### src/verilog/vec_pkg.sv
// ************************************************************
// Shared widths, encodings and bundles for the vector unit.
// Imported by every RTL block and by the testbench.
// ************************************************************
`default_nettype none

package vec_pkg;

    localparam int VLEN      = 64;
    localparam int REG_COUNT = 8;

    typedef logic [VLEN-1:0]              vec_data_t;
    typedef logic [$clog2(REG_COUNT)-1:0] vec_addr_t;
    typedef logic [3:0]                   vec_vl_t;

    typedef enum logic [1:0] {
        SEW8  = 2'd0,
        SEW16 = 2'd1,
        SEW32 = 2'd2
    } vec_sew_e;

    typedef enum logic [3:0] {
        OP_ADD    = 4'd0,
        OP_SUB    = 4'd1,
        OP_AND    = 4'd2,
        OP_OR     = 4'd3,
        OP_XOR    = 4'd4,
        OP_SLL    = 4'd5,
        OP_SRL    = 4'd6,
        OP_SRA    = 4'd7,
        OP_MIN    = 4'd8,
        OP_MAX    = 4'd9,
        OP_REDSUM = 4'd10
    } vec_op_e;

    typedef enum logic [1:0] {
        SRC_VV = 2'd0,
        SRC_VX = 2'd1,
        SRC_VI = 2'd2
    } vec_src_e;

    typedef struct packed {
        vec_sew_e sew;
        vec_vl_t  vl;
    } vec_cfg_t;

    typedef struct packed {
        vec_op_e     op;
        vec_src_e    src;
        vec_addr_t   vd;
        vec_addr_t   vs1;
        vec_addr_t   vs2;
        logic [4:0]  imm;
        logic [31:0] scalar;
        logic        use_mask;
    } vec_instr_t;

    typedef struct packed {
        logic      valid;
        vec_addr_t addr;
        vec_data_t data;
    } vec_wb_t;

    // Elements per register for a given SEW
    function automatic vec_vl_t elem_count(vec_sew_e sew);
        case (sew)
            SEW8:    return 4'd8;
            SEW16:   return 4'd4;
            default: return 4'd2;
        endcase
    endfunction

endpackage

`default_nettype wire
### src/verilog/vec_regfile.sv
// ************************************************************
// Eight 64-bit vector registers with three combinational
// read ports, a dedicated v0 mask port and one write port.
// ************************************************************
`timescale 1ns/1ns
`default_nettype none

module vec_regfile import vec_pkg::*; (
    input  logic      clk,
    input  logic      rst,
    input  vec_addr_t rd_addr_a,
    input  vec_addr_t rd_addr_b,
    input  vec_addr_t rd_addr_d,
    output vec_data_t rd_data_a,
    output vec_data_t rd_data_b,
    output vec_data_t rd_data_d,
    output vec_data_t mask_data,
    input  vec_wb_t   wb
);

    vec_data_t regs [REG_COUNT];

    always_ff @(posedge clk) begin
        if (rst) begin
            for (int i = 0; i < REG_COUNT; i++) begin
                regs[i] <= '0;
            end
        end else if (wb.valid) begin
            regs[wb.addr] <= wb.data;
        end
    end

    assign rd_data_a = regs[rd_addr_a];
    assign rd_data_b = regs[rd_addr_b];
    assign rd_data_d = regs[rd_addr_d];

    // v0 always carries the element mask
    assign mask_data = regs[0];

endmodule

`default_nettype wire

### config.mk
export PLATFORM = sky130hd
export DESIGN_NAME = vec_regfile
export DESIGN_NICKNAME = d
export VERILOG_FILES = /design/src/verilog/vec_pkg.sv /design/src/verilog/vec_regfile.sv
export SDC_FILE = /design/constraint.sdc
export NUM_CORES = 1
export LEC_CHECK = 0
export BUFFER_PORTS_ARGS = -buffer_cell sky130_fd_sc_hd__buf_2
export CORE_MARGIN = 1.5
export CORE_UTILIZATION = 35
export CTS_CLUSTER_SIZE = 8
export DETAILED_ROUTE_END_ITERATION = 12
export PLACE_DENSITY_LB_ADDON = 0.25
export SETUP_SLACK_MARGIN = 0.1
export SYNTH_ARGS = -nofsm -noshare
export SYNTH_HDL_FRONTEND = slang
export SYNTH_SLANG_ARGS = --single-unit
### constraint.sdc
create_clock -name clk -period 14.1 [get_ports clk]
set_input_delay 2.115 -clock clk [delete_from_list [all_inputs] [get_ports clk]]
set_output_delay 2.115 -clock clk [all_outputs]
set_load 0.01 [all_outputs]
== Yosys cells after proc, flatten, opt, wreduce, memory -nomap -nowiden ==
Memory sizes are Yosys's and may differ from the RTL's.
Index checks and enable logic that the tools add are counted.
Storage, ports and cells
  bits in registers: 0
  bits in writable memories: 512
  output and inout port bits: 256
  logic and storage cells: 10
  memories: 1
Operators by class
  multiplexer cells: 8
  reduce and logical (&&, ||, !) cells: 1
Memory list
  regs: depth 8, bits a word 64, read ports 4, clocked after memory_dff 0, write ports 8, line vec_regfile.sv:21  | vec_data_t regs [REG_COUNT];
Operators by type and width (number)
  two-way mux 64 bit: 1
  OR reduction 64 bit: 1
  two-way mux 1 bit: 6
  two-way mux 3 bit: 1

== Longest topological paths before layout ==
Gate-level depths: netlist of the first run.
  depth after elaboration: 5
  mapped depth: 5
  gate-level depth less buffers: 2

== Worst setup path before layout of the first run ==
Ideal clock, no wire load.
  kind: input-to-reg
  start point: input wb[66] in the netlist's numbering
  end point: memory regs[0][0] in the netlist's numbering (enable)
  data arrival time: 5944 ps
  required time: 13601 ps
  path slack: 7656 ps
  stages on the path: 5
  path buffers: 3
  path through: or3b_1 > buf_2 > buf_2 > buf_2 > o21bai_1
RTL lines
  from (decl): line vec_regfile.sv:18  | input vec_wb_t wb
  to (decl): line vec_regfile.sv:21

== Worst setup path after layout of the first run ==
  start point: input rd_addr_b[2]
  end point: output rd_data_b[37]
On the way
  cells in the longest elaborated chain, start to end: 1
Ends and longest elaborated chain
  from (decl): line vec_regfile.sv:12  | input vec_addr_t rd_addr_b,
  memory read (8 x 64 bit)
  to (decl): line vec_regfile.sv:15  | output vec_data_t rd_data_b,
Every way passes these cells.

==> metrics.md, run 1 <==
| Metric | Value |
|---|---|
| Result of the run | `completed` |
| Global placer's final weighted congestion | `0.783` |
| Slowest stage cell, crit path | `sky130_fd_sc_hd__buf_4` |
| Critical path startpoint category | `input pin` |
| Clock transition at path regs | `around 0.050 ns` |
| Peak per-stage delay on the critical path | `around 0.90 ns` |
| Clock power frac | `37.9%` |
| Mean Syn Cell Area | `approximately 16 µm²` |
| Pin count of the biggest net entering global routing | `143` |
| Cell type group with the largest total delay on the critical path | `buffers and inverters` |
| Top cells by area in the synthesized netlist | `sky130_fd_sc_hd__edfxtp_1 51%, sky130_fd_sc_hd__mux4_2 29%, sky130_fd_sc_hd__nor3_1 8.4%, sky130_fd_sc_hd__mux2_2 7.1%, sky130_fd_sc_hd__buf_6 1.6%` |
| Buf+Inv Stages, Crit Path | `3` |
| Total half-perimeter wirelength after legalization and detailed placement | `~56 mm` |
| Number of instances in the synthesized netlist | `1898` |
| Period utilisation layout | `48.6%` |
| First-pass iteration count of the detailed router | `5` |
| Iteration-0 DRC Markers | `between 1500 and 2000` |
| Max reg flops | `512` |
| Post-CTS Resized | `0` |
| Final TNS setup | `0 ns` |
| Transition time at the pin with the least slew margin | `1.10 ns` |
| Via count | `approximately 20000` |
| Post-layout nets | `2208` |
| Yosys top cell area share | `50.7%` |
| TritonCTS buffer count | `74` |
| Post-DRT Antenna Nets | `0` |
| Final min period | `6.85 ns` |
| Maximum operating frequency | `between 100 and 150 MHz` |
| Setup violators final | `0` |
| Synthesized area | `30300 µm²` |
| List of cells traversed by the critical path | `buf_6 -> buf_4 -> mux4_2 -> mux2_2 -> buf_2` |
| Crit path arrival time | `~4.7 ns` |
| Number of buffers inserted for hold repair after clock tree synthesis | `0` |
| Buffer count from post-CTS setup fixing | `0` |
| Post-route DRC violation count | `0` |
| Final Power | `4.17 mW` |
| Worst Setup Path Type | `input pin to output port` |
| Normalized max-slew margin | `between 20% and 30%` |
| Antenna violations before repair | `5` |
| Global-route usage over all layers | `between 20% and 30%` |
| Num Clock Sinks | `around 500` |
| Layout cell share with drive strength beyond 1 | `around half` |
| Area of the core | `approximately 86000 µm²` |
| # Max-Cap Violations | `0` |
| Global-route wire length before repair | `between 100 and 150 mm` |
| Detailed Route WL | `101 mm` |
| Post-Route Hold Slack | `1.97 ns` |
| Register with the highest flop count | `regs` |
| Number of distinct library cell variants in the gate-level netlist after synthesis | `16` |
| Cell type with the largest total area after synthesis | `sky130_fd_sc_hd__edfxtp_1` |
| PD cells | `about 120 nW/µm²` |
| Per-cell routed wire length | `just over 30 µm` |
| Area growth from synthesis to layout | `14.2%` |
| Post-Place Setup Slack | `between 7 and 8 ns` |
| Initial standard-cell utilization of the core | `35.4%` |
| Sequential fraction of the synthesis area | `a little over 50%` |
| CTS tree | `built` |
| End-of-flow core utilization | `about two fifths` |
| Number of nets in the synthesized netlist | `1977` |
| Flops & latches, synth | `just over 500` |
| Setup repair after global routing missed its margin | `false` |
| Critical Path Fanout Max | `73` |
| Port Buffers | `334` |
| IO Pins | `roughly 340` |
| Horiz. Die Dim | `around 300 µm` |
| Largest vdd supply drop | `around 0.077 mV` |
| Clk buf depth | `3` |
| Largest registers ranked by flip-flop count | `regs x512` |
| Element type at the critical path end | `output port` |
| Y dimension of the die | `between 200 and 300 µm` |
| Data required time at the worst endpoint | `roughly 12 ns` |
| Logic gate share of total power | `roughly 18%` |
| Number of warning messages in the yosys log | `0` |
| Setup ws final | `around 7.2 ns` |
| Vias per std cell | `~6.1` |
| Sequential fraction of design power | `about 45%` |
| Number of rows created at floorplan | `approximately 110` |
| Share of total power consumed by net switching | `roughly a quarter` |
| Number of global-route vias before repair | `21733` |
| Reported net switching power | `approximately 1.1 mW` |
| H-tree depth | `3` |
| Total Die Area | `a little under 90000 µm²` |
| Worst hold path type | `input pin to register` |
| Internal power | `a little over 3 mW` |
| CTS root buf | `sky130_fd_sc_hd__clkbuf_16` |
| Number of slew-limit violations in the final report | `0` |
| Leak pwr | `about 11 nW` |
| Residual overflow from global routing | `0` |
| Number of hold-slack violations in the final timing report | `0` |
-- per-stage QoR --
stage               instances  area (µm²)
global placement         3197       32700
finish                   3283       34600
global route             3282       34600
CTS                      3281       34600
detailed placement       3197       32700
floorplan                1898       30300
-- worst paths after layout --
kind,endpoint,startpoint,cells after the start,slack (ns)
max,rd_data_b[37],rd_addr_b[2],5,7.25
min,regs[1][58],wb[58],3,1.97
-- metal layers --
layer	routed length, µm	up-vias	GRT usage, %	part of all wire, %
met2	49700	884	38.1	49
met4	3000	8	7.98	3.0
met3	7750	183	4.97	7.7
met5	48	-	0	0.048
li1	-	8352	-	-
met1	40000	10611	28.8	40
-- cell families after synthesis --
logic type	Yosys count	share of synthesized area, %
multiplexers	576	35.6
AND/OR/NAND/NOR	518	8.58
flip-flops	512	50.7
buffers and inverters	284	4.88
AO/OA/AOI/OAI	8	0.198
-- layout by cell type, fill, tap and decap left out --
| cell | Yosys | routed |
|---|---|---|
| sky130_fd_sc_hd__buf_12 | 0 | 1 |
| sky130_fd_sc_hd__buf_2 | 39 | 325 |
| sky130_fd_sc_hd__buf_4 | 9 | 41 |
| sky130_fd_sc_hd__buf_6 | 44 | 5 |
| sky130_fd_sc_hd__clkbuf_1 | 100 | 5 |
| sky130_fd_sc_hd__clkbuf_16 | 0 | 75 |
| sky130_fd_sc_hd__clkbuf_8 | 0 | 3 |
| sky130_fd_sc_hd__clkinv_1 | 64 | 64 |
| sky130_fd_sc_hd__clkinv_2 | 0 | 1 |
| sky130_fd_sc_hd__diode_2 | 0 | 2 |
| sky130_fd_sc_hd__edfxtp_1 | 512 | 512 |
| sky130_fd_sc_hd__inv_6 | 0 | 3 |
| sky130_fd_sc_hd__mux2_2 | 192 | 192 |
| sky130_fd_sc_hd__mux4_2 | 384 | 384 |
| sky130_fd_sc_hd__nand2_4 | 0 | 1 |
| sky130_fd_sc_hd__nand2b_4 | 0 | 2 |
| sky130_fd_sc_hd__nand3b_1 | 1 | 1 |
| sky130_fd_sc_hd__nor3_1 | 512 | 512 |
| sky130_fd_sc_hd__o21bai_4 | 0 | 8 |
| sky130_fd_sc_hd__or2_4 | 0 | 1 |
| sky130_fd_sc_hd__or3b_4 | 0 | 1 |
-- synth_stat cells --
master,number
sky130_fd_sc_hd__buf_6,44
sky130_fd_sc_hd__nand2_1,1
sky130_fd_sc_hd__buf_2,39
sky130_fd_sc_hd__buf_4,9
sky130_fd_sc_hd__or2_2,1
sky130_fd_sc_hd__clkinv_1,64
sky130_fd_sc_hd__buf_1,28
sky130_fd_sc_hd__mux4_2,384
sky130_fd_sc_hd__mux2_2,192
sky130_fd_sc_hd__edfxtp_1,512
sky130_fd_sc_hd__o21bai_1,8
sky130_fd_sc_hd__nor3_1,512
sky130_fd_sc_hd__or3b_1,1
sky130_fd_sc_hd__nand2b_1,2
sky130_fd_sc_hd__nand3b_1,1
sky130_fd_sc_hd__clkbuf_1,100
-- layout make-up --
| class | count | area, µm² |
|---|---|---|
| Timing Repair Buffer | 375 | 2050 |
| Inverter | 64 | 240 |
| Sequential cell | 512 | 15400 |
| Tap cell | 1144 | 1430 |
| Fill cell | 7834 | 50900 |
| Multi-Input combinational cell | 1102 | 13600 |
| Clock buffer | 80 | 1900 |
| Antenna cell | 2 | 5.00 |
| Clock inverter | 4 | 31.3 |
-- power groups by stage --
| stage | Combinational (mW) | Sequential (mW) | Clock, mW |
|---|---|---|---|
| 3_3_place_gp | 0.737 | 1.87 | 0 |
| 5_1_grt | 0.780 | 1.86 | 1.67 |
| 4_1_cts | 0.746 | 1.85 | 1.62 |
| 3_5_place_dp | 0.743 | 1.88 | 0 |
| 2_1_floorplan | 0.483 | 1.86 | 0 |
| 6_report | 0.736 | 1.86 | 1.58 |
Note: power is estimated with default switching activity, not from simulation.
==> run 2, diff against run 1 <==
--- a/config.mk
+++ b/config.mk
@@ -5,6 +5,7 @@
 export SDC_FILE = /design/constraint.sdc
 export NUM_CORES = 1
 export LEC_CHECK = 0
+export ABC_AREA = 1
 export BUFFER_PORTS_ARGS = -buffer_cell sky130_fd_sc_hd__buf_2
 export CORE_MARGIN = 1.5
 export CORE_UTILIZATION = 35
==> constraint.sdc (replaced) <==
create_clock -name clk -period 6.39 [get_ports clk]
set_input_delay 0.9585 -clock clk [delete_from_list [all_inputs] [get_ports clk]]
set_output_delay 0.9585 -clock clk [all_outputs]
set_load 0.01 [all_outputs]
==> run 2 against run 1 <==
Sequential power is 110% higher. Cell count is 100% higher. Non-clock buffer count is 12 higher. Worst hold slack worse by 1.2 ns. Die area is 15% higher. Largest cell class unchanged. Critical path depth is 1 higher. Largest power group unchanged. Global-route usage is 4.2 points higher. Utilization is 1.1 points lower. Flip-flop and latch count stayed put. Combinational power grew to 2.6 times the previous value. Clock power is 130% higher. Clock-buffer cell count is 7 higher.
==> metrics.md, run 2 <==
| Metric | Value |
|---|---|
| Y dimension of the die | `318 µm (+7.1%)` |
| Non-filler instance count after layout | `6663 (+100%)` |
| Post-Route Hold Slack | `0.755 ns (-1.22 ns)` |
| Commonest cells after routing, fill and taps aside | `2497 x sky130_fd_sc_hd__nand2_1, 768 x sky130_fd_sc_hd__nand3_1, 580 x sky130_fd_sc_hd__inv_1` |
| Final Power | `9.56 mW (+130%)` |
| Period utilisation layout | `68.7%` |
| Register with the highest flop count | `regs` |
| Yosys top cell area share | `44.2% (-6.5 points)` |
| Largest vdd supply drop | `0.150 mV (+96%)` |
| Global-route usage over all layers | `26.8% (+4.2 points)` |
| Clock transition at path regs | `0.05 ns (about the same)` |
| Cell area after placement | `36800 µm² (+13%)` |
| Largest registers ranked by flip-flop count | `regs x512` |
| Number of buffers inserted for hold repair after clock tree synthesis | `0 (unchanged)` |
| Cell type group with the largest total delay on the critical path | `buffers and inverters` |
| Number of warning messages in the yosys log | `0 (unchanged)` |
| Port Buffers | `334 (unchanged)` |
| CTS tree | `built` |
| IO Pins | `335 (unchanged)` |
| Final TNS setup | `0 ns (unchanged)` |
| Number of slew-limit violations in the final report | `0 (unchanged)` |
| Via count | `34888 (+74%)` |
| CTS root buf | `sky130_fd_sc_hd__clkbuf_16` |
| First-pass iteration count of the detailed router | `8 (+3)` |
| Number of distinct library cell variants in the gate-level netlist after synthesis | `13 (-3)` |
| Area used by multi-input combinational logic | `15400 µm² (+13%)` |
| Number of hold-slack violations in the final timing report | `0 (unchanged)` |
| Transition time at the pin with the least slew margin | `1.20 ns (+0.0994 ns)` |
| Post-layout nets | `5443 (+150%)` |
| # Max-Cap Violations | `0 (unchanged)` |
| Clk buf depth | `3 (unchanged)` |
| Peak per-stage delay on the critical path | `1.04 ns (+0.14 ns)` |
| Critical Path Fanout Max | `43 (-41%)` |
| Crit path from | `rd_addr_d[2]` |
| Global routing met1 resource utilization | `36.5% (+7.7 points)` |
| Filler cell count | `10510 (+34%)` |
| End-of-flow core utilization | `39.4% (-1.1 points)` |
| Max reg flops | `512 (unchanged)` |
| Sequential fraction of the synthesis area | `44.2% (-6.5 points)` |
| Antenna violations before repair | `3 (-2)` |
| Number of placed instances with taps included | `6575 (+110%)` |
| Post-CTS Resized | `0 (unchanged)` |
| List of cells traversed by the critical path | `buf_4 -> clkinv_2 -> buf_4 -> nand2_1 -> nand2_1 -> buf_2` |
| Element type at the critical path end | `output port` |
| Vias per std cell | `5.24 (-14%)` |
| Maximum operating frequency | `~230 MHz` |
| Leak pwr | `20.2 nW (+84%)` |
| Layout cell share with drive strength beyond 1 | `9.39% (-39 points)` |
| Setup ws final | `2.00 ns (-5.25 ns)` |
| Horiz. Die Dim | `318 µm (+7.1%)` |
| Worst Setup Path Type | `input pin to output port` |
| Commonest non-fill, non-tap cell in the layout | `sky130_fd_sc_hd__nand2_1` |
| Buf+Inv Stages, Crit Path | `4 (+1)` |
| Summed area of non-filler cells in the final layout | `38800 µm² (+12%)` |
| Result of the run | `completed` |
| Buffer count from post-CTS setup fixing | `0 (unchanged)` |
| Per-cell routed wire length | `21.0 µm (-32%)` |
| Slowest stage cell, crit path | `sky130_fd_sc_hd__clkinv_2` |
| Pin count of the biggest net entering global routing | `133 (-7.0%)` |
| Data required time at the worst endpoint | `5.43 ns (-6.55 ns)` |
| Number of enable flip-flop cells after synthesis | `512 (unchanged)` |
| Number of rows created at floorplan | `115 (+7.5%)` |
| Ant diodes | `0 (-2)` |
| Global routing usage on met3 | `4.83% (-0.14 points)` |
| Most crowded layer after global routing | `met2` |
| Final min period | `between 4 and 5 ns` |
| Number of instances in the synthesized netlist | `5251 (+180%)` |
| Synthesized area | `34800 µm² (+15%)` |
| Setup violators final | `0 (unchanged)` |
| Top cells by area in the synthesized netlist | `sky130_fd_sc_hd__edfxtp_1 44%, sky130_fd_sc_hd__nand2_1 27%, sky130_fd_sc_hd__nand3_1 11%, sky130_fd_sc_hd__inv_1 6.3%, sky130_fd_sc_hd__nor2_1 5.5%` |
| Number of nets in the synthesized netlist | `5330 (+170%)` |
| Post-Place Setup Slack | `2.07 ns (-5.11 ns)` |
| Total half-perimeter wirelength after legalization and detailed placement | `76.8 mm (+38%)` |
| Post-synthesis async set-or-reset flop share | `0% (unchanged)` |
| Endpoint of the worst setup timing path | `rd_data_d[22]` |
| Iteration-0 DRC Markers | `3929 (+140%)` |
| Num Clock Sinks | `512 (unchanged)` |
| PD cells | `247 nW/µm² (+100%)` |
| Leading cell type by number of instances after synthesis | `sky130_fd_sc_hd__nand2_1` |
| WP depth | `6 (+1)` |
| Area of the core | `98400 µm² (+15%)` |
| Worst hold path type | `input pin to register` |
| TritonCTS buffer count | `74 (unchanged)` |
| Initial standard-cell utilization of the core | `35.4% (-0.086 points)` |
| Met2 Use GR | `42.8% (+4.7 points)` |
| Normalized max-slew margin | `20.2% (-6.6 points)` |
| Leading cell types by count after synthesis | `2513 x sky130_fd_sc_hd__nand2_1, 768 x sky130_fd_sc_hd__nand3_1, 583 x sky130_fd_sc_hd__inv_1` |
| Area used by sequential logic in the layout | `15400 µm² (unchanged)` |
| Total Die Area | `101000 µm² (+15%)` |
| H-tree depth | `3 (unchanged)` |
| Detailed Route WL | `140 mm (+39%)` |
| Mean Syn Cell Area | `6.63 µm² (-59%)` |
| Post-route DRC violation count | `0 (unchanged)` |
| Startpoint of the tightest hold check path | `wb[26]` |
| Residual overflow from global routing | `0 (unchanged)` |
| Crit path arrival time | `3.43 ns (-1.31 ns)` |
| Cell type with the largest total area after synthesis | `sky130_fd_sc_hd__edfxtp_1` |
| Number of global-route vias before repair | `32934 (+52%)` |
| Post-DRT Antenna Nets | `0 (unchanged)` |
| Critical path startpoint category | `input pin` |
| Flops & latches, synth | `512 (unchanged)` |
| Global placer's final weighted congestion | `0.816 (+4.3%)` |
| Setup repair after global routing missed its margin | `false` |
| Area growth from synthesis to layout | `11.5%` |
| Most used flip-flop cell after synthesis | `sky130_fd_sc_hd__edfxtp_1` |
| Global-route wire length before repair | `206 mm (+40%)` |
[run 2: cell count changes in the layout (fill, tap and decap cells not counted), sizes merged, moves of 7 or more]
cell,delta
nor2,+517
nor3,-512
clkinv,-63
clkbuf,+7
inv,+586
buf,+12
nand2,+2513
mux2,-192
nand3,+768
o21bai,-8
mux4,-384
[run 2: layout make-up]
class,count,area share [%]
sequential,512,39.6
multi-input combinational,3799,39.6
inverter,590,5.79
timing repair buffer,387,5.60
clock buffer,87,5.17
tap,1287,4.15
clock inverter,1,0.0226
[run 2: worst min-delay path by stage]
stage	end	cells past startpoint	slack [ns]
after floorplan	regs[0][10]	2	1.25
after global placement	regs[5][59]	3	1.39
after detailed placement	regs[2][59]	3	1.39
after CTS	regs[2][26]	3	0.73
after global routing	regs[0][56]	3	0.76
final	regs[3][26]	3	0.75
[run 2: power by group]
part,switching (mW),internal (mW),total (mW)
clock network,1.52,2.17,3.69
registers,0.0602,3.91,3.97
logic,1.38,0.518,1.90
total,2.96,6.60,9.56
[run 2: cells by family after synthesis]
group | count (synthesis) | share of synthesized area (%)
and+or+nand+nor | 3799 | 43.8
buffers and inverters | 940 | 12.0
DFF | 512 | 44.2
[run 2: metal layers]
layer / part of all wire, % / vias up
met4: 2.9 / 2
met2: 45 / 1921
met5: 0.0093 / -
met1: 42 / 16299
li1: - / 16385
met3: 9.4 / 281
