<file path="src/verilog/vec_pkg.sv">
// ************************************************************
// Shared widths, encodings and bundles for the vector unit.
// Imported by every RTL block and by the testbench.
// ************************************************************
`default_nettype none

package vec_pkg;

    localparam int VLEN      = 64;
    localparam int REG_COUNT = 8;

    typedef logic [VLEN-1:0]              vec_data_t;
    typedef logic [$clog2(REG_COUNT)-1:0] vec_addr_t;
    typedef logic [3:0]                   vec_vl_t;

    typedef enum logic [1:0] {
        SEW8  = 2'd0,
        SEW16 = 2'd1,
        SEW32 = 2'd2
    } vec_sew_e;

    typedef enum logic [3:0] {
        OP_ADD    = 4'd0,
        OP_SUB    = 4'd1,
        OP_AND    = 4'd2,
        OP_OR     = 4'd3,
        OP_XOR    = 4'd4,
        OP_SLL    = 4'd5,
        OP_SRL    = 4'd6,
        OP_SRA    = 4'd7,
        OP_MIN    = 4'd8,
        OP_MAX    = 4'd9,
        OP_REDSUM = 4'd10
    } vec_op_e;

    typedef enum logic [1:0] {
        SRC_VV = 2'd0,
        SRC_VX = 2'd1,
        SRC_VI = 2'd2
    } vec_src_e;

    typedef struct packed {
        vec_sew_e sew;
        vec_vl_t  vl;
    } vec_cfg_t;

    typedef struct packed {
        vec_op_e     op;
        vec_src_e    src;
        vec_addr_t   vd;
        vec_addr_t   vs1;
        vec_addr_t   vs2;
        logic [4:0]  imm;
        logic [31:0] scalar;
        logic        use_mask;
    } vec_instr_t;

    typedef struct packed {
        logic      valid;
        vec_addr_t addr;
        vec_data_t data;
    } vec_wb_t;

    // Elements per register for a given SEW
    function automatic vec_vl_t elem_count(vec_sew_e sew);
        case (sew)
            SEW8:    return 4'd8;
            SEW16:   return 4'd4;
            default: return 4'd2;
        endcase
    endfunction

endpackage

`default_nettype wire
</file>
<file path="src/verilog/vec_csr.sv">
// ************************************************************
// Vector configuration register holding SEW and vl.
// A write clamps vl to the element count of the new SEW.
// ************************************************************
`timescale 1ns/1ns
`default_nettype none

module vec_csr import vec_pkg::*; (
    input  logic     clk,
    input  logic     rst,
    input  logic     cfg_we,
    input  vec_sew_e cfg_sew,
    input  vec_vl_t  cfg_vl,
    output vec_cfg_t cfg
);

    vec_sew_e sew_legal;
    vec_vl_t  vl_max;
    vec_vl_t  vl_clamped;
    vec_cfg_t cfg_q;

    // Reserved SEW encoding falls back to 32-bit elements
    always_comb begin
        case (cfg_sew)
            SEW8, SEW16, SEW32: sew_legal = cfg_sew;
            default:            sew_legal = SEW32;
        endcase
    end

    assign vl_max     = elem_count(sew_legal);
    assign vl_clamped = (cfg_vl > vl_max) ? vl_max : cfg_vl;

    always_ff @(posedge clk) begin
        if (rst) begin
            cfg_q.sew <= SEW32;
            cfg_q.vl  <= 4'd2;
        end else if (cfg_we) begin
            cfg_q.sew <= sew_legal;
            cfg_q.vl  <= vl_clamped;
        end
    end

    assign cfg = cfg_q;

endmodule

`default_nettype wire

</file>
<file path="config.mk">
export PLATFORM = sky130hd
export DESIGN_NAME = vec_csr
export DESIGN_NICKNAME = d
export VERILOG_FILES = /design/src/verilog/vec_pkg.sv /design/src/verilog/vec_csr.sv
export SDC_FILE = /design/constraint.sdc
export NUM_CORES = 1
export LEC_CHECK = 0
export ABC_AREA = 1
export ABC_CLOCK_PERIOD_IN_PS = 1100
export BUFFER_PORTS_ARGS = -buffer_cell sky130_fd_sc_hd__buf_2
export CAP_MARGIN = 25
export CORE_AREA = 2 2 39 41
export DETAILED_ROUTE_END_ITERATION = 8
export DIE_AREA = 0 0 41 43
export GPL_TIMING_DRIVEN = 0
export PLACE_DENSITY = 0.55
export SYNTH_ARGS = -nofsm -noshare
export SYNTH_HDL_FRONTEND = slang
export SYNTH_SLANG_ARGS = --single-unit
</file>
<file path="constraint.sdc">
create_clock -name clk -period 1.1 [get_ports clk]
set_input_delay 0.165 -clock clk [delete_from_list [all_inputs] [get_ports clk]]
set_output_delay 0.165 -clock clk [all_outputs]
set_load 0.02 [all_outputs]
</file>
; Word-level counts from Yosys, hierarchy flattened
; Index checks and enable logic that the tools add are counted.
[word_totals]
memories = 0
latchBits = 0
inputBits = 9
regBits = 6
mem_bits_rw = 0
out_inout_bits = 6
elab_cells = 12
rom_bits = 0
[classes]
n_eq_ne = 3
div = 0
n_mux = 3
n_reduce_logical = 3
shift = 0
bitwise_logic = 0
addsub = 0
mul = 0
n_lt_le_gt_ge = 1
[op_table]
columns = op, n
row1 = $pmux W4 S2, 1
row2 = $eq A2 B1 Y1 const B, 2
row3 = $gt A4 B4 Y1, 1
row4 = $logic_not A2 Y1, 2
row5 = $mux W4, 1
row6 = $reduce_or A3 Y1, 1
row7 = $eq A2 B2 Y1 const B, 1
row8 = $mux W2, 1

; Longest topological paths before layout
; Gate-level depths: netlist of the first run.
[logic_depth]
depth_word = 7
mapped_depth = 11
depth_no_buf = 11

; Worst setup path after synthesis of the first run
; OpenSTA, ideal clock, no wires.
[synth_path]
path_kind = in2reg
start = input port cfg_sew[0]
end = register cfg_q (netlist bit cfg[3])
stages = 11
setup_ns = 0.109
arrival_ns = 1.074
t_required_ns = 0.991
setup_slack_ns = -0.083
n_path_buf = 0
path_cell_list = inv_1 > nor2_1 > inv_1 > ha_1 > nand3_1 > nand2_1 > nand2_2 > nand2_1 > nand3_1 > nand2_1 > inv_1
[synth_between]
elab_chain_cells = 7
elab_cells_between_ends = 10
classes_between = 1 x order compare / 3 x eq/ne / 3 x mux / 3 x reduce/logical
[synth_lines]
columns = element, line
row1 = "start, declared", vec_csr.sv:12  ; input vec_sew_e cfg_sew,
row2 = $eq A2 B1 Y1 (tied with other cells), vec_csr.sv:24  ; case (cfg_sew)
row3 = $reduce_or A3 Y1, vec_csr.sv:24
row4 = $mux W2 *, vec_csr.sv:24
row5 = $eq A2 B1 Y1 / $logic_not A2 Y1 (equally long branches), vec_pkg.sv:66  ; case (sew)
row6 = $pmux W4 S2 *, vec_pkg.sv:66
row7 = $gt A4 B4 Y1, vec_csr.sv:31  ; assign vl_clamped = (cfg_vl > vl_max) ? vl_max : cfg_vl;
row8 = $mux W4 *, vec_csr.sv:31
row9 = "end, declared", vec_csr.sv:20  ; vec_cfg_t cfg_q;
; Mark *: on every way between the ends. The rest lies on a longest branch, timed or not.
; A chain may end at the register's enable or synchronous reset.

; Worst setup path after layout of the first run
[layout_path]
start = input port cfg_sew[1]
end = register cfg_q (netlist bit cfg[1])
; The elaborated chain is that of the path after synthesis.

==> results of run 1 <==
## cells by family after synthesis
group / synth area share (%)
AND/OR/NAND/NOR: 32.74
flip-flops: 34.17
buffers and inverters: 13.88
AO/OA/AOI/OAI: 8.538
adder cells (fa/ha/maj): 10.68
## metal layers
layer  vias to the layer above  GRT usage [%]  share of wire (%)
li1                        207              -                  -
met1                       168          14.06                 47
met2                        10          15.63                 47
met3                         0          1.571                5.3
met4                         0          10.00                  0
met5                         -              0                  0
## worst max-delay path, stage by stage
cell	delay, ns
buf_12	0.11
nor2_4	0.11
inv_2	0.05
ha_4	0.27
nand4_1	0.18
nand2_2	0.17
nand2_1	0.06
nand2_1	0.05
nand2_1	0.05
nand2_1	0.05
## power by group through the flow
stage | sequential, uW | clock (uW) | combinational [uW]
detailed placement | 246 | 0 | 179
CTS | 242 | 214 | 182
floorplan | 267 | 0 | 99.8
global route | 244 | 224 | 229
global placement | 246 | 0 | 177
finish | 242 | 202 | 203
## path summary, 6_finish.rpt
check / cells past startpoint / end
min reg2reg: 2 / cfg[5]
min: 3 / cfg[1]
max reg2reg: 2 / cfg[0]
max: 10 / cfg[1]
## layout make-up
type	instances	area share, %
plain buffers	2	1.948
flip-flops and latches	6	20.78
well taps	16	3.463
clock buffers	3	3.896
multi-input cells	36	44.16
inverters	10	7.359
repair buffers	16	18.40
## Yosys cell counts (all sizes together)
| cell | count | share of area, % |
|---|---|---|
| nand4 | 1 | 1.8 |
| dfxtp | 6 | 34 |
| a21oi | 4 | 5.7 |
| inv | 10 | 11 |
| clkbuf | 1 | 1.1 |
| nand2 | 13 | 15 |
| nand3 | 7 | 10 |
| ha | 3 | 11 |
| nor2 | 6 | 6.4 |
| buf | 1 | 2.1 |
| o21ai | 2 | 2.8 |
## what timing repair did
item                                    4_1_cts  5_1_grt
cloned                                        0        0
endpoints found under the setup margin        4        4
resized for setup                             3        9
setup buffers                                 0        2
pin swaps                                     3        9
## metrics by stage
step                instances  setup slack [ns]   TNS [ns]  util, %  area, sq um
floorplan                  54         -0.005212  -0.005212        -        407.9
global placement           84           -0.2870     -1.096    35.99        498.0
detailed placement         84           -0.3005     -1.156    35.99        498.0
CTS                        87          0.002795          0    38.25        529.3
global route               89          -0.07516    -0.2311    41.77        578.1
finish                     89          0.006626          0    41.77        578.1
==> flow_summary.yaml, run 1 <==
run_status:
  status: "complete, no violations"
timing:
  max_freq_mhz: 914.6
  setup_viol: 0
  drv_slew: 0
  post-route-period-util_pct: 99.40
  tightest_slew_ns: 0.1936
  maxSlewHeadroom_pct: 86.96
  whs_ns: 0.1609
  rsz0062_at_grt: "true"
  final_hold_viol_count: 0
  fin_worst_skew_ns: 0
  final.min_clock_period_ns: 1.093
floorplanning:
  io_pins: 15
  die_w_um: 41
  start_util_pct: 25.41
  die_y_um: 43
  core_sq_um: 1384
  row_count: 14
  die_area_sq_um: 1763
finish:
  final_common_cell: "buf_2"
  largest_register_ffs: 6
  final_layout_size_suffix_gt1_share_pct: 50.68
  num-nets-final: 87
  syn2layout_area_growth_pct: 64.41
  final-seq-area_sq_um: 120.1
  final_cell_mix: "buf_2, nand2_1, inv_1, dfxtp_1, nand2_2"
  fillers: 162
  multi_input_area_sq_um: 255.2
  antenna-diode-count: 0
synth:
  yosysUniqueCellTypes: 13
  ys_ff_latch: 6
  ys_warn_count: 0
  syn_inst: 54
  synth_nets: 66
  syn_area_sq_um: 351.6
  syn-mean-instance-area_sq_um: 6.511
  yosysSeqAreaShare_pct: 34.16
worst_setup_path:
  cp.arrival_ns: 1.28
  r2r_slack_ns: 0.46
  path_max_fanout: 4
  r2r-start: "cfg[0]"
  worstSetupStartpoint: "cfg_sew[1]"
  endpoint_kind: "flip-flop"
  critPathKind: "in -> reg"
  startpoint_type: "input port"
  cp.required_ns: 1.29
route:
  post_drt_wl_per_cell_um: 9.056
  ant_nets: 0
  drc_errors: 0
  via_per_inst: 4.326
  firstDrtPassIters: 2
  vias: 385
  first_iter_violations: 7
  routed_wirelength_um: 806
global_routing:
  grt_overflow_total: 0
  grt_pass1_vias: 334
  grt_usage_pct: 11.22
  antenna_found_initial: 0
  grt_first_pass_wirelength_mm: 1.331
  grt_max_degree: 11
power:
  finalPower_uw: 646.4
  combPwrFrac_pct: 31.3
  clockPowerShare_pct: 31.3
  p_leak_uw: 0.0002934
  powerDensity_nw_per_um2: 1118
  p_switching_uw: 199.2
  p_int_uw: 447.3
  ir_drop_mv: 0.3316
  power_frac_seq_pct: 37.4
  switching_share_pct: 30.81
place:
  io_buffers: 14
  routabilityCongestion: 0.7345
  hpwl_um: 650.2
cts:
  cts_root_buf: "clkbuf_4"
  cts_sinks: 6
  clockBufferDepth: 2
  clk_latency_ns: 0.24
  cts.htree.levels: 1
  cts_inserted_buffers: 3
  cts.clk_slew.worst_paths_ns: 0.05
  cts_tree: "yes"
  postCtsHoldBufs: 0
job:
  max_cap_violations: 0
hold_path:
  hold_class: "in -> reg"
  holdCritStartpoint: "rst"
Note: power is estimated with default switching activity, not from simulation.
==> run 2: changes to the inputs <==
ABC_CLOCK_PERIOD_IN_PS = 1000   (was 1100)
clock period = 1 ns   (was 1.1 ns; I/O delays follow)
==> run 2 against run 1 <==
Against the previous run:
- the flow now finishes with violations (setup timing)
- cell area increased by 1.9%
- routed wire length decreased by 6.8%
- utilization increased by 0.81 points
- critical path type unchanged
- non-clock buffer count increased by 3
- first-iteration DRC count decreased by 86%
- global-route usage increased by 0.69 points
- worst hold slack got worse by 0.014 ns
- largest cell class unchanged
- clock skew unchanged
- register-to-register slack got worse by 0.08 ns
- critical endpoint unchanged
==> flow_summary.yaml, run 2 (synthesis gave the netlist of run 1 again) <==
floorplanning:
  die_area_sq_um: 1763
  io_pins: 15
  row_count: 14
  die_y_um: 43
  start_util_pct: 25.41
  core_sq_um: 1384
  die_w_um: 41
timing:
  final.setup.worst_slack_ns: -0.03537
  setup_viol: 4
  fin_worst_skew_ns: 0
  finalSetupTns_ns: -0.1166
  max_freq_mhz: 965.8
  drv_slew: 0
  post-route-period-util_pct: 103.5
  final_hold_viol_count: 0
  rsz0062_at_grt: "true"
  whs_ns: 0.1473
  maxSlewHeadroom_pct: 87.55
  tightest_slew_ns: 0.1862
  final.min_clock_period_ns: 1.035
route:
  ant_nets: 0
  routed_wirelength_um: 751
  firstDrtPassIters: 2
  via_per_inst: 4.326
  first_iter_violations: 1
  drc_errors: 0
  vias: 398
  post_drt_wl_per_cell_um: 8.163
worst_setup_path:
  crit_path_end: "cfg[1]"
  r2r_cells: 4
  worstSetupStartpoint: "cfg_sew[1]"
  regToRegEndpoint: "cfg[2]"
  cp.arrival_ns: 1.22
  critPathKind: "in -> reg"
  path_max_fanout: 4
  startpoint_type: "input port"
  endpoint_kind: "flip-flop"
  r2r_slack_ns: 0.38
  cp.required_ns: 1.19
  r2r-start: "cfg[2]"
power:
  ir_drop_mv: 0.4046
  clockPowerShare_pct: 30.9
  p_leak_uw: 0.0003068
  p_int_uw: 497.8
  power_frac_seq_pct: 37.5
  combPwrFrac_pct: 31.6
  p_switching_uw: 211.3
  powerDensity_nw_per_um2: 1203
  switching_share_pct: 29.80
cts:
  clockBufferDepth: 2
  clk_latency_ns: 0.24
  cts_tree: "yes"
  cts_sinks: 6
  postCtsHoldBufs: 0
  cts.clk_slew.worst_paths_ns: 0.04
  cts_inserted_buffers: 3
  cts.htree.levels: 1
  cts_root_buf: "clkbuf_4"
finish:
  final_cell_mix: "buf_2, nand2_1, inv_1, buf_4, dfxtp_1"
  multi_input_area_sq_um: 244.0
  fillers: 157
  syn2layout_area_growth_pct: 67.62
  largest_register_ffs: 6
  final_common_cell: "buf_2"
  final_layout_size_suffix_gt1_share_pct: 46.05
  antenna-diode-count: 0
  final_area_sq_um: 589.3
  num-nets-final: 90
  final-seq-area_sq_um: 120.1
job:
  max_cap_violations: 0
global_routing:
  antenna_found_initial: 0
  grt_usage_pct: 11.91
  grt_first_pass_wirelength_mm: 1.393
  grt_max_degree: 11
  grt_overflow_total: 0
  grt_pass1_vias: 362
hold_path:
  hold_class: "in -> reg"
  min_path_cells: 3
place:
  io_buffers: 14
  hpwl_um: 622.5
  placed_cell_area_sq_um: 498.0
  routabilityCongestion: 0.6822
run_status:
  status: "complete, but fails checks"
  violations: "setup timing"
run 2: changes by cell type in the layout (fill, tap and decap cells not counted), sizes merged:
cell,previous run,this run
buf,17,20
run 2: through the flow:
stage	util, %	setup WS, ns	instances	total power, uW
2_1_floorplan	-	-0.08990	54	403.7
5_1_grt	42.59	-0.1253	92	768.8
6_report	42.59	-0.03537	92	709.1
4_1_cts	40.78	-0.04280	90	712.2
3_5_place_dp	35.99	-0.3639	84	466.9
3_3_place_gp	35.99	-0.3645	84	465.2
run 2: final cells by class:
type | count | area share [%]
inverter | 10 | 7.219
buffer | 2 | 1.911
sequential | 6 | 20.38
tap | 16 | 3.397
clock buffer | 3 | 3.822
multi-input combinational | 36 | 41.40
timing repair buffer | 19 | 21.87
run 2: layer usage:
layer | track usage (%) | wire length, um | up-vias
met5 | 0 | 0 | -
met3 | 1.571 | 46 | 2
li1 | - | - | 215
met1 | 13.69 | 319 | 170
met4 | 12.00 | 12 | 0
met2 | 17.19 | 372 | 11
run 2: power by group through the flow:
stage / combinational (uW) / clock, uW / sequential (uW)
after floorplan: 110 / 0 / 294
after global placement: 195 / 0 / 270
after detailed placement: 196 / 0 / 271
after CTS: 214 / 232 / 266
after global routing: 254 / 246 / 268
final: 224 / 219 / 266
run 2: timing repair:
item                       4_1_cts  5_1_grt
setup endpoints to repair        4        4
resized for setup                6        2
pin swaps                        7        5
setup buffers                    3        2
gates cloned                     0        0
run 2: worst min path at each step:
stage	from	endpoint	slack, ns
4_1_cts	rst	cfg[1]	0.14
3_3_place_gp	rst	cfg[1]	0.39
6_report	rst	cfg[1]	0.15
2_1_floorplan	rst	cfg[1]	0.25
3_5_place_dp	rst	cfg[1]	0.39
5_1_grt	rst	cfg[1]	0.18
run 2: worst max-delay path, cell delays in order:
cell     delay (ns)
buf_12         0.11
nor2_4         0.11
inv_2          0.05
ha_4           0.24
a21oi_2        0.17
nand2_4        0.08
nand2_2        0.10
nand2_1        0.06
nand2_1        0.05
nand2_1        0.05
nand2_1        0.05
==> run 3: changes to the inputs <==
ABC_AREA = 0   (was 1)
ABC_CLOCK_PERIOD_IN_PS = 850   (was 1000)
PLACE_DENSITY = 0.56   (was 0.55)
clock period = 0.85 ns   (was 1 ns; I/O delays follow)
==> run 3 against run 2 <==
Against the previous run:
- the run still ends with setup timing left
- register-to-register slack got worse by 0.19 ns
- combinational power increased by 11%
- critical path type unchanged
- non-clock buffer count decreased by 4
==> flow_summary.yaml, run 3 <==
synth:
  synthTopCellsByCount: "dfxtp_1, mux2i_1, inv_1, nor2_1, ha_1"
  synth_nets: 50
  yosysSeqAreaShare_pct: 32.88
  yosysUniqueCellTypes: 19
  synth_flop_cell: "dfxtp_1"
  syn_area_sq_um: 365.4
  synth_xor_area_share_pct: 0
  synth_most_common_cell: "dfxtp_1"
  yosys.area_share.simple_pct: 20.55
  synth_compound_area_share_pct: 14.38
  synth_top_area_share_pct: 32.88
  syn_inst: 38
  syn-mean-instance-area_sq_um: 9.614
  ys_warn_count: 0
  async_flop_share_pct: 0
  synthMuxAreaShare_pct: 13.70
  synth_edf_count: 0
  synth_area_leaders: "dfxtp_1, mux2i_1, ha_1, o311a_4, nand4b_1"
  synth_fa_ha_area_share_pct: 10.27
  synth_top_area_cell: "dfxtp_1"
  synth_top_family_by_area: "simple AND/OR/NAND/NOR gates"
  ys_ff_latch: 6
route:
  wl_met2_um: 373
  ant_nets: 0
  dr.max_layer_used: "met3"
  vias: 331
  wirelength_met1_um: 335
  drc_errors: 0
  routed_wirelength_um: 759
  wl_met3_um: 50
  first_iter_violations: 1
  via_per_inst: 4.597
  post_drt_wl_per_cell_um: 10.54
  firstDrtPassIters: 2
finish:
  antenna-diode-count: 0
  final_layout_size_suffix_gt1_share_pct: 53.57
  syn2layout_area_growth_pct: 53.08
  final_cell_mix: "buf_6, buf_2, mux2i_1"
  final-seq-area_sq_um: 123.9
  fillers: 133
  post-route-util_pct: 40.42
  num-nets-final: 70
  multi_input_area_sq_um: 239.0
  largest_register_ffs: 6
timing:
  final_hold_viol_count: 0
  maxSlewHeadroom_pct: 88.51
  fin_worst_skew_ns: 0
  max_freq_mhz: 758.9
  tightest_slew_ns: 0.1690
  post-route-period-util_pct: 155.0
  rsz0062_at_grt: "true"
  final.setup.worst_slack_ns: -0.4677
  final.min_clock_period_ns: 1.318
  setup_viol: 4
  drv_slew: 0
  finalSetupTns_ns: -1.585
floorplanning:
  row_count: 14
  die_y_um: 43
  die_area_sq_um: 1763
  start_util_pct: 26.40
  io_pins: 15
  die_w_um: 41
  core_sq_um: 1384
power:
  finalPower_uw: 820.8
  p_leak_uw: 0.0002557
  ir_drop_mv: 0.8031
  powerDensity_nw_per_um2: 1468
worst_setup_path:
  path_depth: 8
  worstSetupStartpoint: "cfg_sew[1]"
  cp_top_family: "compound AO/OA/AOI/OAI gates"
  r2r-start: "cfg[3]"
  worst_path_max_delay_cell: "o311a_4"
  path_max_fanout: 3
  critPathKind: "in -> reg"
  endpoint_kind: "flip-flop"
  path_buf_inv: 2
  cp.arrival_ns: 1.48
  cp.required_ns: 1.01
  startpoint_type: "input port"
  crit_chain: "buf_8 > and2b_1 > inv_2 > ha_4 > nor2b_4 > o311a_4 > mux2i_2 > a211oi_2"
  r2r_slack_ns: 0.19
  slowest_delay_ns: 0.33
  r2r_cells: 2
place:
  routabilityCongestion: 0.6768
  io_buffers: 13
  hpwl_um: 597
run_status:
  violations: "setup timing"
  status: "complete, but fails checks"
global_routing:
  grt_overflow_total: 0
  grt_max_degree: 11
  grt_pass1_vias: 337
  antenna_found_initial: 0
  grt_usage_pct: 11.88
  grt_first_pass_wirelength_mm: 1.366
cts:
  cts.htree.levels: 1
  clk_latency_ns: 0.24
  cts_tree: "yes"
  cts.clk_slew.worst_paths_ns: 0.04
  cts_sinks: 6
  cts_inserted_buffers: 3
  cts_root_buf: "clkbuf_4"
  clockBufferDepth: 2
hold_path:
  hold_class: "in -> reg"
  holdCritStartpoint: "cfg_we"
  min_path_cells: 2
job:
  max_cap_violations: 0
==> run 3: metrics by stage <==
stage | worst slack (ns) | instances | hold slack [ns] | cell area, sq um
2_1_floorplan | -0.6117 | 38 | 0.1966 | 365.4
3_3_place_gp | -0.8400 | 67 | 0.3724 | 450.4
3_5_place_dp | -0.8797 | 67 | 0.3768 | 450.4
4_1_cts | -0.5777 | 72 | 0.1197 | 520.5
5_1_grt | -0.5333 | 72 | 0.1240 | 559.3
6_report | -0.4677 | 72 | 0.1236 | 559.3
==> run 3: cells by family after synthesis <==
family	Yosys count
AO/OA/AOI/OAI	6
adder cells (fa/ha/maj)	3
buffers and inverters	6
flip-flops	6
multiplexers	5
AND/OR/NAND/NOR	12
==> run 3: layer usage <==
| metal | track usage (%) | vias up |
|---|---|---|
| met2 | 15.63 | 12 |
| met4 | 4.000 | 0 |
| met5 | 0 | - |
| met1 | 15.26 | 148 |
| li1 | - | 171 |
| met3 | 7.853 | 0 |
==> run 3: power by group <==
part	switching, uW	total [uW]	internal, uW
Combinational	111	249	138
Clock	98.4	258	159
Sequential	11.4	314	303
Total	221	821	600
==> run 3: repair_timing <==
| action | CTS | global route |
|---|---|---|
| setup endpoints to repair | 8 | 10 |
| hold buffers | 0 | 0 |
| hold endpoints to repair | 0 | 0 |
| pin swaps | 3 | 3 |
| setup buffers | 2 | 0 |
| gates resized for setup | 9 | 13 |
==> run 3: path summary, 6_finish.rpt <==
check / end
min reg2reg: cfg[0]
max: cfg[3]
max reg2reg: cfg[3]
min: cfg[2]
==> run 3: layout make-up <==
cell class	instances	share of cell area, %
buffer	2	2.685
tap	16	3.579
inverter	4	2.685
timing repair buffer	15	22.15
multi-input combinational	26	42.73
clock buffer	3	4.027
sequential	6	22.15
